--- config.mk ---
export PLATFORM = sky130hd
export DESIGN_NAME = encoder_top
export DESIGN_NICKNAME = d
export VERILOG_FILES = /design/src/enc_pkg.sv /design/src/encoder_calculate.sv /design/src/encoder_top.sv /design/src/opto_edge_sync.sv /design/src/rev_period_meter.sv /design/src/slot_angle_counter.sv
export SDC_FILE = /design/constraint.sdc
export NUM_CORES = 1
export LEC_CHECK = 0
export BUFFER_PORTS_ARGS = -buffer_cell sky130_fd_sc_hd__buf_2
export CAP_MARGIN = 15
export CORE_UTILIZATION = 60
export DETAILED_ROUTE_END_ITERATION = 12
export GPL_ROUTABILITY_DRIVEN = 0
export HOLD_SLACK_MARGIN = 0.02
export PLACE_DENSITY = 0.85
export SLEW_MARGIN = 20
export SYNTH_ARGS = -nofsm -noshare
export SYNTH_HDL_FRONTEND = slang
export SYNTH_SLANG_ARGS = --single-unit
--- constraint.sdc ---
create_clock -name i_clk -period 7.46 [get_ports i_clk]
set_input_delay 1.119 -clock i_clk [delete_from_list [all_inputs] [get_ports i_clk]]
set_output_delay 1.119 -clock i_clk [all_outputs]
set_load 0.01 [all_outputs]
--- src/enc_pkg.sv ---
// Optical encoder constants
`default_nettype none

package enc_pkg;

    // ----------------------------------------
    // Datapath widths
    // ----------------------------------------
    // Time counters
    localparam int CNT_W = 32;
    // Slot index
    localparam int SLOT_W = 8;

    // ----------------------------------------
    // Code disk geometry
    // ----------------------------------------
    // Slot positions per turn including the blank one
    localparam int SLOTS_PER_REV = 36;
    // Index of the last pulse before the gap
    localparam logic [SLOT_W-1:0] LAST_SLOT = SLOT_W'(SLOTS_PER_REV - 2);

    // ----------------------------------------
    // Period averaging
    // ----------------------------------------
    localparam int AVG_EDGES = 16;
    // log2 of AVG_EDGES
    localparam int AVG_SHIFT = 4;
    // Edge count value of the last edge in a window
    localparam logic [AVG_SHIFT-1:0] AVG_LAST = AVG_SHIFT'(AVG_EDGES - 1);
    // Average period out of reset
    localparam logic [CNT_W-1:0] INIT_AVG = CNT_W'(9259);
    // 1.5 times the reset average
    localparam logic [CNT_W-1:0] INIT_THRESH = INIT_AVG + (INIT_AVG >> 1);

    // ----------------------------------------
    // Input filter and timeouts
    // ----------------------------------------
    // Equal samples needed to accept a new level
    localparam int FILTER_LEN = 3;
    localparam int FILT_CNT_W = $clog2(FILTER_LEN + 1);
    localparam logic [FILT_CNT_W-1:0] FILT_LAST = FILT_CNT_W'(FILTER_LEN - 1);
    // Idle cycles before the motor counts as stalled
    localparam logic [CNT_W-1:0] STALL_LIMIT = CNT_W'(4096);
    // Saturation value of the time counters
    localparam logic [CNT_W-1:0] CNT_MAX = '1;

endpackage

`default_nettype wire

--- src/encoder_calculate.sv ---
// Zero index detector
`timescale 1ns/1ps
`default_nettype none

module encoder_calculate (
    input  wire  i_clk,
    input  wire  i_rst_n,
    input  wire  i_rise,
    output logic o_zero_sign
);

    // Cycles since the window opened
    logic [enc_pkg::CNT_W-1:0] r_win_cnt;
    // Rises in the current window
    logic [enc_pkg::AVG_SHIFT-1:0] r_edge_cnt;
    // Average pulse period
    logic [enc_pkg::CNT_W-1:0] r_avg;
    // Cycles since the previous rise
    logic [enc_pkg::CNT_W-1:0] r_elapsed;
    // Gap threshold at 1.5 times the average
    logic [enc_pkg::CNT_W-1:0] r_thresh;
    // Window end strobe
    logic win_done;
    // Window length including the closing cycle
    logic [enc_pkg::CNT_W-1:0] win_total;

    assign win_done  = i_rise && (r_edge_cnt == enc_pkg::AVG_LAST);
    assign win_total = r_win_cnt + 1'b1;

    // ----------------------------------------
    // Window timing
    // ----------------------------------------
    // Free running and restarted on the 16th edge
    always_ff @(posedge i_clk or negedge i_rst_n) begin
        if (!i_rst_n) begin
            r_win_cnt <= '0;
        end else if (win_done) begin
            r_win_cnt <= '0;
        end else begin
            r_win_cnt <= r_win_cnt + 1'b1;
        end
    end

    // Edge count and average load
    always_ff @(posedge i_clk or negedge i_rst_n) begin
        if (!i_rst_n) begin
            r_edge_cnt <= '0;
            r_avg      <= enc_pkg::INIT_AVG;
        end else if (win_done) begin
            r_edge_cnt <= '0;
            // Divide by AVG_EDGES
            r_avg      <= win_total >> enc_pkg::AVG_SHIFT;
        end else if (i_rise) begin
            r_edge_cnt <= r_edge_cnt + 1'b1;
        end
    end

    // ----------------------------------------
    // Gap measurement
    // ----------------------------------------
    // Saturates on a stopped disk
    always_ff @(posedge i_clk or negedge i_rst_n) begin
        if (!i_rst_n) begin
            r_elapsed <= '0;
        end else if (i_rise) begin
            r_elapsed <= '0;
        end else if (r_elapsed != enc_pkg::CNT_MAX) begin
            r_elapsed <= r_elapsed + 1'b1;
        end
    end

    // Threshold follows the average one cycle late
    always_ff @(posedge i_clk or negedge i_rst_n) begin
        if (!i_rst_n) begin
            r_thresh <= enc_pkg::INIT_THRESH;
        end else begin
            r_thresh <= r_avg + (r_avg >> 1);
        end
    end

    // Long gap ends on this rise
    assign o_zero_sign = i_rise && (r_elapsed >= r_thresh);

endmodule

`default_nettype wire

--- src/encoder_top.sv ---
// Code disk decoder top
`timescale 1ns/1ps
`default_nettype none

module encoder_top (
    input  wire                        i_clk,
    input  wire                        i_rst_n,
    input  wire                        i_opto_switch,
    output logic                       o_opto_rise,
    output logic                       o_zero_sign,
    output logic [enc_pkg::SLOT_W-1:0] o_slot_idx,
    output logic                       o_locked,
    output logic                       o_sync_lost,
    output logic [enc_pkg::CNT_W-1:0]  o_rev_period,
    output logic                       o_rev_valid,
    output logic                       o_stall
);

    // Filtered rising edge
    logic rise_pulse;
    // Zero index strobe
    logic zero_pulse;

    // ----------------------------------------
    // Input conditioning
    // ----------------------------------------
    opto_edge_sync sync_i (
        .i_clk         (i_clk),
        .i_rst_n       (i_rst_n),
        .i_opto_switch (i_opto_switch),
        .o_rise        (rise_pulse)
    );

    // Gap detection
    encoder_calculate calc_i (
        .i_clk       (i_clk),
        .i_rst_n     (i_rst_n),
        .i_rise      (rise_pulse),
        .o_zero_sign (zero_pulse)
    );

    // ----------------------------------------
    // Angle and speed
    // ----------------------------------------
    slot_angle_counter slot_i (
        .i_clk       (i_clk),
        .i_rst_n     (i_rst_n),
        .i_rise      (rise_pulse),
        .i_zero      (zero_pulse),
        .o_slot_idx  (o_slot_idx),
        .o_locked    (o_locked),
        .o_sync_lost (o_sync_lost)
    );

    rev_period_meter rev_i (
        .i_clk        (i_clk),
        .i_rst_n      (i_rst_n),
        .i_rise       (rise_pulse),
        .i_zero       (zero_pulse),
        .o_rev_period (o_rev_period),
        .o_rev_valid  (o_rev_valid),
        .o_stall      (o_stall)
    );

    // Edge strobes also go out
    assign o_opto_rise = rise_pulse;
    assign o_zero_sign = zero_pulse;

endmodule

`default_nettype wire

--- src/opto_edge_sync.sv ---
// Opto switch edge detector
`timescale 1ns/1ps
`default_nettype none

module opto_edge_sync (
    input  wire  i_clk,
    input  wire  i_rst_n,
    input  wire  i_opto_switch,
    output logic o_rise
);

    // Synchronizer stages
    logic r_sync1;
    logic r_sync2;
    // Deglitched level
    logic r_level;
    // Run length of samples that differ from r_level
    logic [enc_pkg::FILT_CNT_W-1:0] r_stable_cnt;

    // ----------------------------------------
    // Two flop synchronizer
    // ----------------------------------------
    // Idle level of the opto switch is high
    always_ff @(posedge i_clk or negedge i_rst_n) begin
        if (!i_rst_n) begin
            r_sync1 <= 1'b1;
            r_sync2 <= 1'b1;
        end else begin
            r_sync1 <= i_opto_switch;
            r_sync2 <= r_sync1;
        end
    end

    // ----------------------------------------
    // Stability filter and rise pulse
    // ----------------------------------------
    always_ff @(posedge i_clk or negedge i_rst_n) begin
        if (!i_rst_n) begin
            r_level      <= 1'b1;
            r_stable_cnt <= '0;
            o_rise       <= 1'b0;
        end else begin
            // Default no edge
            o_rise <= 1'b0;
            if (r_sync2 == r_level) begin
                // Sample agrees with level so drop partial run
                r_stable_cnt <= '0;
            end else if (r_stable_cnt == enc_pkg::FILT_LAST) begin
                // FILTER_LEN equal samples seen
                r_stable_cnt <= '0;
                r_level      <= r_sync2;
                // Pulse only on 0 to 1
                o_rise       <= r_sync2;
            end else begin
                r_stable_cnt <= r_stable_cnt + 1'b1;
            end
        end
    end

endmodule

`default_nettype wire

--- src/rev_period_meter.sv ---
// Revolution period and stall meter
`timescale 1ns/1ps
`default_nettype none

module rev_period_meter (
    input  wire                        i_clk,
    input  wire                        i_rst_n,
    input  wire                        i_rise,
    input  wire                        i_zero,
    output logic [enc_pkg::CNT_W-1:0]  o_rev_period,
    output logic                       o_rev_valid,
    output logic                       o_stall
);

    // Cycles since the last zero sign
    logic [enc_pkg::CNT_W-1:0] r_cyc_cnt;
    // Cycles since the last rise
    logic [enc_pkg::CNT_W-1:0] r_idle_cnt;
    // A reference zero exists
    logic r_seen_zero;
    // Revolution length including the zero cycle
    logic [enc_pkg::CNT_W-1:0] rev_len;

    assign rev_len = (r_cyc_cnt == enc_pkg::CNT_MAX) ? enc_pkg::CNT_MAX : r_cyc_cnt + 1'b1;

    // ----------------------------------------
    // Revolution timing
    // ----------------------------------------
    always_ff @(posedge i_clk or negedge i_rst_n) begin
        if (!i_rst_n) begin
            r_cyc_cnt <= '0;
        end else if (i_zero) begin
            r_cyc_cnt <= '0;
        end else if (r_cyc_cnt != enc_pkg::CNT_MAX) begin
            r_cyc_cnt <= r_cyc_cnt + 1'b1;
        end
    end

    // Latch on each zero after the first
    always_ff @(posedge i_clk or negedge i_rst_n) begin
        if (!i_rst_n) begin
            r_seen_zero  <= 1'b0;
            o_rev_period <= '0;
            o_rev_valid  <= 1'b0;
        end else begin
            o_rev_valid <= 1'b0;
            if (i_zero) begin
                r_seen_zero <= 1'b1;
                if (r_seen_zero) begin
                    o_rev_period <= rev_len;
                    o_rev_valid  <= 1'b1;
                end
            end
        end
    end

    // ----------------------------------------
    // Stall detection
    // ----------------------------------------
    // Holds at the limit while idle
    always_ff @(posedge i_clk or negedge i_rst_n) begin
        if (!i_rst_n) begin
            r_idle_cnt <= '0;
        end else if (i_rise) begin
            r_idle_cnt <= '0;
        end else if (r_idle_cnt != enc_pkg::STALL_LIMIT) begin
            r_idle_cnt <= r_idle_cnt + 1'b1;
        end
    end

    assign o_stall = (r_idle_cnt == enc_pkg::STALL_LIMIT);

endmodule

`default_nettype wire

--- src/slot_angle_counter.sv ---
// Slot index counter
`timescale 1ns/1ps
`default_nettype none

module slot_angle_counter (
    input  wire                         i_clk,
    input  wire                         i_rst_n,
    input  wire                         i_rise,
    input  wire                         i_zero,
    output logic [enc_pkg::SLOT_W-1:0]  o_slot_idx,
    output logic                        o_locked,
    output logic                        o_sync_lost
);

    // Zero sign came too early
    logic short_rev;
    // Extra pulse where the gap should be
    logic long_rev;

    assign short_rev = i_zero && (o_slot_idx != enc_pkg::LAST_SLOT);
    assign long_rev  = i_rise && !i_zero && (o_slot_idx == enc_pkg::LAST_SLOT);

    // ----------------------------------------
    // Slot index
    // ----------------------------------------
    always_ff @(posedge i_clk or negedge i_rst_n) begin
        if (!i_rst_n) begin
            o_slot_idx <= '0;
        end else if (i_zero) begin
            // Realign on every zero sign
            o_slot_idx <= '0;
        end else if (i_rise) begin
            o_slot_idx <= o_slot_idx + 1'b1;
        end
    end

    // ----------------------------------------
    // Lock tracking
    // ----------------------------------------
    // Set by the first zero sign
    always_ff @(posedge i_clk or negedge i_rst_n) begin
        if (!i_rst_n) begin
            o_locked <= 1'b0;
        end else if (i_zero) begin
            o_locked <= 1'b1;
        end
    end

    // Pulse count check between zero signs
    // Sticky until reset
    always_ff @(posedge i_clk or negedge i_rst_n) begin
        if (!i_rst_n) begin
            o_sync_lost <= 1'b0;
        end else if (o_locked && (short_rev || long_rev)) begin
            o_sync_lost <= 1'b1;
        end
    end

endmodule

`default_nettype wire

==> impl_metrics.toml, run 1 <==
[outcome]
outcome = "complete, no violations"

[grt]
gr-total-overflow = 0
grt_pass1_vias = 9396
grt_max_degree = 86
grt_usage = 0.2459
grt_antenna_before_repair = 0
grt_pass1_wl_mm = 44.56

[routing]
drt-vias-per-instance = 5.897
dr.pass1.iters = 5
wire_per_inst_um = 16.07
finalWirelength_mm = 26.39
num_vias = 9683
ant_nets = 0
drtIter0Drc = 581
drcViolationCount = 0

[timing]
max_freq_ghz = 0.2411
hold_viol = 0
finalSetupViolCount = 0
period_needed_ns = 4.148
fin_crit_sh = 0.5560
grt_setup_unrepaired = "false"
fin_setup_tns_ns = 0
drv_slew = 0
slew_headroom = 0.4178
setup_ws_ns = 3.312
tightest_slew_ns = 0.8733
final.setup_skew_ns = 0.01280
timing.hold.ws_ns = 0.3557

[placed_design]
port_buffers = 48
hpwl_mm = 17.27
place_ws_ns = 3.926
place_inst = 1596
postPlaceCellArea_sq_um = 13230

[floorplan]
start_util = 0.6209
die_area_sq_um = 21860
rows = 52
io_pins = 49
core_sq_um = 20560
die_y_um = 147.9
chipWidth_um = 147.9

[critical_path]
crit_arrival_ns = 3.03
path_max_fanout = 36
criticalPathCategory = "reg -> out"
crit_chain = "ha_1 > a21oi_1 > o21ai_0 > a221o_1 > o31ai_1 > a21oi_2 > buf_4 > buf_2"
cp_slowest_cell = "dfrtp_1"
required_ns = 6.34
crit_family = "compound AO/OA/AOI/OAI gates"
crit_buf_inv = 2
max_stage_delay_ns = 0.44
cp-end-kind = "primary output"
start_kind = "flop"

[power_and_ir_drop]
p_leak_nw = 6.770
powerDensity_nw_per_um2 = 233.3
peakVddDrop_v = 0.0001687

[finish]
final_nets = 1424
insertedDiodeCount = 0
final_area_sq_um = 14130
drive_above_1_share = 0.1203
layout_commonest_cell = "dfrtp_1"
layout-area-overhead-vs-synth_pct = 10.69
final_cell_mix = "dfrtp_1, nor2_1, nand2_1"
fin_cells = 1642
nFillCells = 1479

[logic_synthesis]
yosysTopAreaCellShare = 0.4391
syn_nets = 1384
ys_ff_latch = 238
ys_async_sr_fraction = 1.000
yosysUniqueCellTypes = 68
syn-cell-area_sq_um = 12770
synth_area_per_cell_sq_um = 9.715
ys_top_cells_by_area = "dfrtp_1, ha_1, xnor2_1"
synth-edff-count = 0
yosys_most_used_dff = "dfrtp_1"
ys_seq_area_frac = 0.4679
synth_cells = 1314
yosysTopAreaCell = "dfrtp_1"
synth_warnings = 0

[min_path]
hold_class = "reg -> reg"

[cts]
root_buffer = "clkbuf_16"
postCtsHoldBufs = 0
clkTransAtPathRegs_ns = 0.06
clk_latency_ns = 0.53
ctsResizeCount = 0
cts_sinks = 238
cts_buffers = 25
clock_path_buffers = 3
cts_setup_buffers = 0
htreeDepth = 1
tritoncts = "yes"

[flow_run]
drv_cap = 0
## Yosys cell counts, types with 4 or more instances
cell type  instances
nor2b_1            9
o21a_1             5
nor4_1            20
nand2_1          118
mux2i_1           16
nand3_1           59
nor3_1            30
nor2_1           150
ha_1              66
a21o_1            13
dfstp_2           14
nand4_1           42
or3_1              9
a211oi_1           8
mux2_2            31
dfrtp_1          224
or2_2              4
and2_1             8
a21oi_1           65
clkbuf_1          31
or4_1              6
nand2b_1           9
a31oi_1            8
and3_1            29
o211ai_1           8
xnor2_1           67
inv_1             64
and4_1            13
o31ai_1            7
nor4_2             4
buf_2              7
xor2_1            60
o21ai_0           50
nand3_2            4
## cells by family after synthesis
kind of cell	share of synthesized area
compound gates	0.09252
flops	0.4679
buf+inv	0.03460
xor+xnor	0.08713
fa+ha+maj	0.06625
mux	0.04077
simple gates	0.2108
## registers in the layout (all words and copies together), names as in the netlist, 2 cells and up
name,flops
rev_i.r_cyc_cnt,32
slot_i.o_slot_idx,8
calc_i.r_thresh,29
sync_i.r_stable_cnt,2
calc_i.r_edge_cnt,4
calc_i.r_elapsed,32
rev_i.r_idle_cnt,32
calc_i.r_avg,28
calc_i.r_win_cnt,32
rev_i.o_rev_period,32
## layer usage
layer | wire length, um | global-route usage
met1 | 11890 | 0.3322
met3 | 982 | 0.03179
met5 | 0 | 0
met4 | 838 | 0.09278
met2 | 12680 | 0.4064
## where the power goes
group	total, W	switching (W)	internal (W)
clock	0.00132	0.000521	0.000795
sequential	0.00150	0.000106	0.00139
combinational	0.000486	0.000294	0.000192
total	0.00330	0.000922	0.00238
## final cells by class
cell class	count	area (sq um)	share of cell area
sequential	238	5974	0.4228
inverter	66	247.7	0.01753
multi-input combinational	967	6365	0.4504
tap	270	337.8	0.02391
clock inverter	13	180.2	0.01275
timing repair buffer	56	334.1	0.02364
clock buffer	32	691.9	0.04896
## path summary, 6_finish.rpt
path / start / to / slack (ns) / cells past startpoint
setup / recovery: calc_i.r_elapsed[5]$_DFFE_PN0P_ / o_zero_sign / 3.31 / 8
hold / removal: sync_i.r_sync1$_DFF_PN1_ / sync_i.r_sync2$_DFF_PN1_ / 0.36 / 0
setup reg to reg: calc_i.r_elapsed[5]$_DFFE_PN0P_ / rev_i.o_rev_period[16]$_DFFE_PN0P_ / 4.33 / 8
hold reg to reg: sync_i.r_sync1$_DFF_PN1_ / sync_i.r_sync2$_DFF_PN1_ / 0.36 / 0
max in group asynchronous: i_rst_n / slot_i.o_sync_lost$_DFFE_PN0P_ / 5.60 / 2
min in group asynchronous: i_rst_n / calc_i.r_elapsed[0]$_DFFE_PN0P_ / 0.57 / 1
## metrics by stage
step / util / power (W)
6_report: 0.6873 / 0.003297
3_5_place_dp: 0.6434 / 0.001992
5_1_grt: 0.6873 / 0.003436
4_1_cts: 0.6858 / 0.003313
2_1_floorplan: - / 0.001822
3_3_place_gp: 0.6434 / 0.001959
(Power assumes the default switching activity.)
==> run 2, diff against run 1 <==
Settings changed: ABC_AREA set to 1.
Clock period 7.46 ns to 4.1 ns, I/O delays scaled along.
==> impl_metrics.toml, run 2 <==
[logic_synthesis]
synth_warnings = 0
syn_nets = 1804
ys_seq_area_frac = 0.4364
synth_cells = 1734
yosysUniqueCellTypes = 54
synth-edff-count = 0
ys_ff_latch = 238
synth_area_per_cell_sq_um = 7.894
synth_most_common_cell = "nand2_1"
yosys_most_used_dff = "dfrtp_1"
synth_commonest_cells = "nand2_1, nor2_1, dfrtp_1, inv_1, a21oi_1"
ys_async_sr_fraction = 1.000
yosysTopAreaCellShare = 0.4095
syn-cell-area_sq_um = 13690
ys_top_cells_by_area = "dfrtp_1, nand2_1, nor2_1"
yosysTopAreaCell = "dfrtp_1"

[routing]
ant_nets = 0
drtIter0Drc = 1072
wire_per_inst_um = 15.26
drcViolationCount = 0
num_vias = 11840
finalWirelength_mm = 31.85
drt-vias-per-instance = 5.672
dr.pass1.iters = 9

[cts]
cts_buffers = 26
clock_path_buffers = 3
postCtsHoldBufs = 0
cts_setup_buffers = 0
ctsResizeCount = 0
cts_sinks = 238
htreeDepth = 1
tritoncts = "yes"
root_buffer = "clkbuf_16"
clkTransAtPathRegs_ns = 0.06
clk_latency_ns = 0.54

[grt]
gr-total-overflow = 0
grt_antenna_before_repair = 0
grt_usage = 0.2786
grt_pass1_wl_mm = 54.30
grt_max_degree = 128
grt_pass1_vias = 11570

[timing]
fin_setup_tns_ns = 0
final.setup_skew_ns = 0.01743
hold_viol = 0
period_needed_ns = 2.949
grt_setup_unrepaired = "false"
tightest_slew_ns = 0.9484
slew_headroom = 0.3677
finalSetupViolCount = 0
drv_slew = 0
fin_crit_sh = 0.7193
max_freq_ghz = 0.3391

[min_path]
hold_class = "in -> async"

[flow_run]
drv_cap = 0

[critical_path]
required_ns = 3.48
crit_arrival_ns = 2.33
r2r_cells = 14
max_stage_delay_ns = 0.51
cp-end-kind = "primary output"
path_max_fanout = 3
rr_endpoint = "rev_i.o_rev_period[13]$_DFFE_PN0P_"
cp_slowest_cell = "dfstp_2"
crit-reg2reg-launch = "calc_i.r_thresh[13]$_DFF_PN1_"
crit_chain = "inv_1 > ha_1 > nand2_1 > nor2_1 > nand2_1 > nor2_1 > nor2_1 > nand2_1 > nand2_2 > a21oi_4 > buf_2"
criticalPathCategory = "reg -> out"
start_kind = "flop"
r2r_setup_slack_ns = 1.29

[finish]
final_area_sq_um = 15090
drive_above_1_share = 0.1051
final_util = 0.6832
final_nets = 1857
final_cell_mix = "nand2_1, nor2_1, dfrtp_1"
layout_commonest_cell = "nand2_1"
insertedDiodeCount = 0
layout-area-overhead-vs-synth_pct = 10.27

[power_and_ir_drop]
peakVddDrop_v = 0.0002806
p_leak_nw = 7.501
powerDensity_nw_per_um2 = 400.5

[floorplan]
chipWidth_um = 153.0
rows = 54
start_util = 0.6195
die_y_um = 153.0
die_area_sq_um = 23420
io_pins = 49
core_sq_um = 22090

[placed_design]
port_buffers = 48
postPlaceCellArea_sq_um = 14200
hpwl_mm = 22.73

[outcome]
outcome = "complete, no violations"
run 2: cell types whose count changed after synthesis, moves of 13 or more:
cell,change
nand3_1,+17
nor2_1,+102
nand2_1,+254
and4_1,-13
a21oi_1,+13
and3_1,-26
mux2_2,-31
xnor2_1,-39
o21ai_1,+40
mux2i_1,-16
inv_1,+135
clkbuf_1,-17
nor3_1,+25
run 2: worst max-delay path, delay by kind of cell, from the launching register on:
kind	cells	cell delay (ns)
flops	1	0.51
buf+inv	2	0.21
simple gates	7	0.62
compound gates	1	0.18
fa+ha+maj	1	0.29
run 2: cell families after synthesis:
family	share of synthesized area
simple gates	0.2886
flops	0.4364
buf+inv	0.06801
compound gates	0.09287
xor+xnor	0.05238
fa+ha+maj	0.06179
run 2: final cells by class:
class	instances	area [sq um]
Multi-Input combinational cell	1259	6784
Inverter	206	774.5
Sequential cell	238	5973
Fill cell	1737	6999
Clock buffer	35	765.7
Clock inverter	13	123.9
Tap cell	280	350.3
Timing Repair Buffer	56	322.8
run 2: where the power goes:
| group | switching, W | internal [W] |
|---|---|---|
| registers | 0.000202 | 0.00254 |
| clock network | 0.000948 | 0.00143 |
| logic | 0.000592 | 0.000327 |
run 2: metal layers:
layer | global-route usage | wire, um | vias to the layer above
met4 | 0.09187 | 934 | 0
met2 | 0.4755 | 15240 | 443
met5 | 0 | 0 | -
li1 | - | - | 5755
met1 | 0.3689 | 13870 | 5552
met3 | 0.03431 | 1804 | 88
run 2: metrics by stage:
step                      instances  hold slack [ns]  total power (W)  worst slack [ns]
after floorplan                1734           0.3194         0.003384             1.767
after global placement         2039           0.3458         0.003623             1.395
after detailed placement       2039           0.3472         0.003683             1.323
final                          2087           0.1633         0.006045             1.151
after global routing           2087           0.1676         0.006337            0.9415
after CTS                      2087           0.1671         0.006063             1.138
run 2: worst max-delay path by stage:
stage | from | to | cells past startpoint
after floorplan | calc_i.r_thresh[13]$_DFF_PN1_ | o_zero_sign | 11
after detailed placement | calc_i.r_thresh[13]$_DFF_PN1_ | rev_i.o_rev_period[11]$_DFFE_PN0P_ | 14
after global placement | calc_i.r_thresh[13]$_DFF_PN1_ | rev_i.o_rev_period[14]$_DFFE_PN0P_ | 14
after global routing | calc_i.r_thresh[13]$_DFF_PN1_ | o_zero_sign | 11
after CTS | calc_i.r_thresh[13]$_DFF_PN1_ | o_zero_sign | 11
final | calc_i.r_thresh[13]$_DFF_PN1_ | o_zero_sign | 11
==> run 3, diff against run 2 <==
Settings changed: CORE_UTILIZATION 60 to 57, PLACE_DENSITY 0.85 to 0.84.
Clock period 4.1 ns to 2.4 ns, I/O delays scaled along.
==> impl_metrics.toml, run 3 (synthesis gave the netlist of run 2 again) <==
[cts]
root_buffer = "clkbuf_16"
clk_latency_ns = 0.53
tritoncts = "yes"
htreeDepth = 1
cts_sinks = 238
clkTransAtPathRegs_ns = 0.06
cts_buffers = 26
clock_path_buffers = 3

[critical_path]
crit-reg2reg-launch = "calc_i.r_thresh[10]$_DFF_PN1_"
r2r_setup_slack_ns = 0.16
rr_endpoint = "rev_i.o_rev_period[19]$_DFFE_PN0P_"
path_max_fanout = 2
start_kind = "flop"
crit_arrival_ns = 2.20
r2r_cells = 16
cp-end-kind = "primary output"
criticalPathCategory = "reg -> out"
required_ns = 2.04

[grt]
grt_pass1_vias = 11450
gr-total-overflow = 0
grt_antenna_before_repair = 0
grt_pass1_wl_mm = 52.92
grt_usage = 0.2634
grt_max_degree = 99

[routing]
dr.pass1.iters = 6
drcViolationCount = 0
ant_nets = 0
wire_per_inst_um = 15.10
num_vias = 12090
finalWirelength_mm = 32.43
drtIter0Drc = 1368
drt-vias-per-instance = 5.630

[placed_design]
port_buffers = 48
hpwl_mm = 22.99
postPlaceCellArea_sq_um = 14390
place_ws_ns = 0.07851

[timing]
slew_headroom = 0.6316
grt_setup_unrepaired = "true"
finalSetupViolCount = 1
final.setup_skew_ns = 0.01141
hold_viol = 0
timing.hold.ws_ns = 0.3559
period_needed_ns = 2.564
fin_crit_sh = 1.068
tightest_slew_ns = 0.5484
max_freq_ghz = 0.3900
setup_ws_ns = -0.1640
drv_slew = 0

[finish]
layout-area-overhead-vs-synth_pct = 14.17
final_nets = 1879
nFillCells = 1810
layout_commonest_cell = "nand2_1"
drive_above_1_share = 0.1312
final_area_sq_um = 15630
insertedDiodeCount = 0
final_cell_mix = "nand2_1, nor2_1, dfrtp_1"

[floorplan]
chipWidth_um = 157.0
start_util = 0.5814
die_area_sq_um = 24640
core_sq_um = 23540
rows = 56
die_y_um = 157.0
io_pins = 49

[power_and_ir_drop]
p_leak_nw = 7.682
powerDensity_nw_per_um2 = 695.8
peakVddDrop_v = 0.0005544

[outcome]
outcome = "finished, violations left"
violations = "setup timing"

[min_path]
min_from = "sync_i.r_sync1$_DFF_PN1_"
hold_class = "reg -> reg"
worstHoldEndpoint = "sync_i.r_sync2$_DFF_PN1_"
hold_depth = 0

[flow_run]
drv_cap = 0
-- run 3: cell type report --
type / instances / area [sq um] / area share
timing repair buffer: 78 / 584.3 / 0.03739
inverter: 206 / 775.7 / 0.04964
tap: 319 / 399.1 / 0.02554
multi-input combinational: 1259 / 6927 / 0.4432
clock buffer: 34 / 752.0 / 0.04812
clock inverter: 14 / 212.7 / 0.01361
sequential: 238 / 5977 / 0.3825
-- run 3: worst max-delay path: stages, from the launching register on --
cell and delay (ns):
dfstp_2 0.52, inv_2 0.04, ha_4 0.27, nand2_4 0.06
nor2_4 0.12, nand2_2 0.07, nor2_2 0.10, nor2_1 0.05
nand2_2 0.08, nand2_2 0.07, a21oi_4 0.18, buf_6 0.13
-- run 3: power breakdown --
group	leakage (nW)	switching, W	internal, W
registers	3.20	0.000352	0.00435
logic	4.02	0.00110	0.000677
clock network	0.462	0.00166	0.00275
total	7.68	0.00310	0.00777
-- run 3: routing by layer --
| layer | global-route usage | part of all wire | up-vias |
|---|---|---|---|
| li1 | - | - | 5807 |
| met3 | 0.03084 | 0.067 | 143 |
| met1 | 0.3497 | 0.43 | 5592 |
| met5 | 0 | 0 | - |
| met2 | 0.4406 | 0.47 | 552 |
| met4 | 0.1027 | 0.038 | 0 |
-- run 3: worst max-delay path by stage --
| stage | start | end | slack, ns | cells past startpoint |
|---|---|---|---|---|
| floorplan | calc_i.r_avg[1]$_DFFE_PN1P_ | calc_i.r_thresh[18]$_DFF_PN0_ | 0.27 | 11 |
| global placement | calc_i.r_avg[1]$_DFFE_PN1P_ | calc_i.r_thresh[18]$_DFF_PN0_ | 0.14 | 11 |
| detailed placement | calc_i.r_avg[1]$_DFFE_PN1P_ | calc_i.r_thresh[26]$_DFF_PN0_ | 0.08 | 11 |
| CTS | calc_i.r_thresh[13]$_DFF_PN1_ | o_zero_sign | -0.32 | 11 |
| global route | calc_i.r_elapsed[11]$_DFFE_PN0P_ | o_zero_sign | -0.25 | 10 |
| finish | calc_i.r_thresh[10]$_DFF_PN1_ | o_zero_sign | -0.16 | 11 |
-- run 3: metrics by stage --
step	total power, W	instances	TNS [ns]	util
3_5_place_dp	0.006339	2090	0	0.6114
3_3_place_gp	0.006225	2090	0	0.6114
5_1_grt	0.01136	2148	-0.2838	0.6638
2_1_floorplan	0.005781	1734	0	-
6_report	0.01087	2148	-0.1640	0.6638
4_1_cts	0.01076	2140	-0.3224	0.6551
-- run 3: what timing repair did --
| action | 4_1_cts | 5_1_grt |
|---|---|---|
| buffers inserted | 0 | 6 |
| pin swaps | 14 | 12 |
| endpoints found under the setup margin | 1 | 18 |
| hold buffers | 2 | 0 |
| endpoints found under the hold margin | 225 | 0 |
| gates resized for setup | 9 | 30 |
| cloned | 0 | 2 |
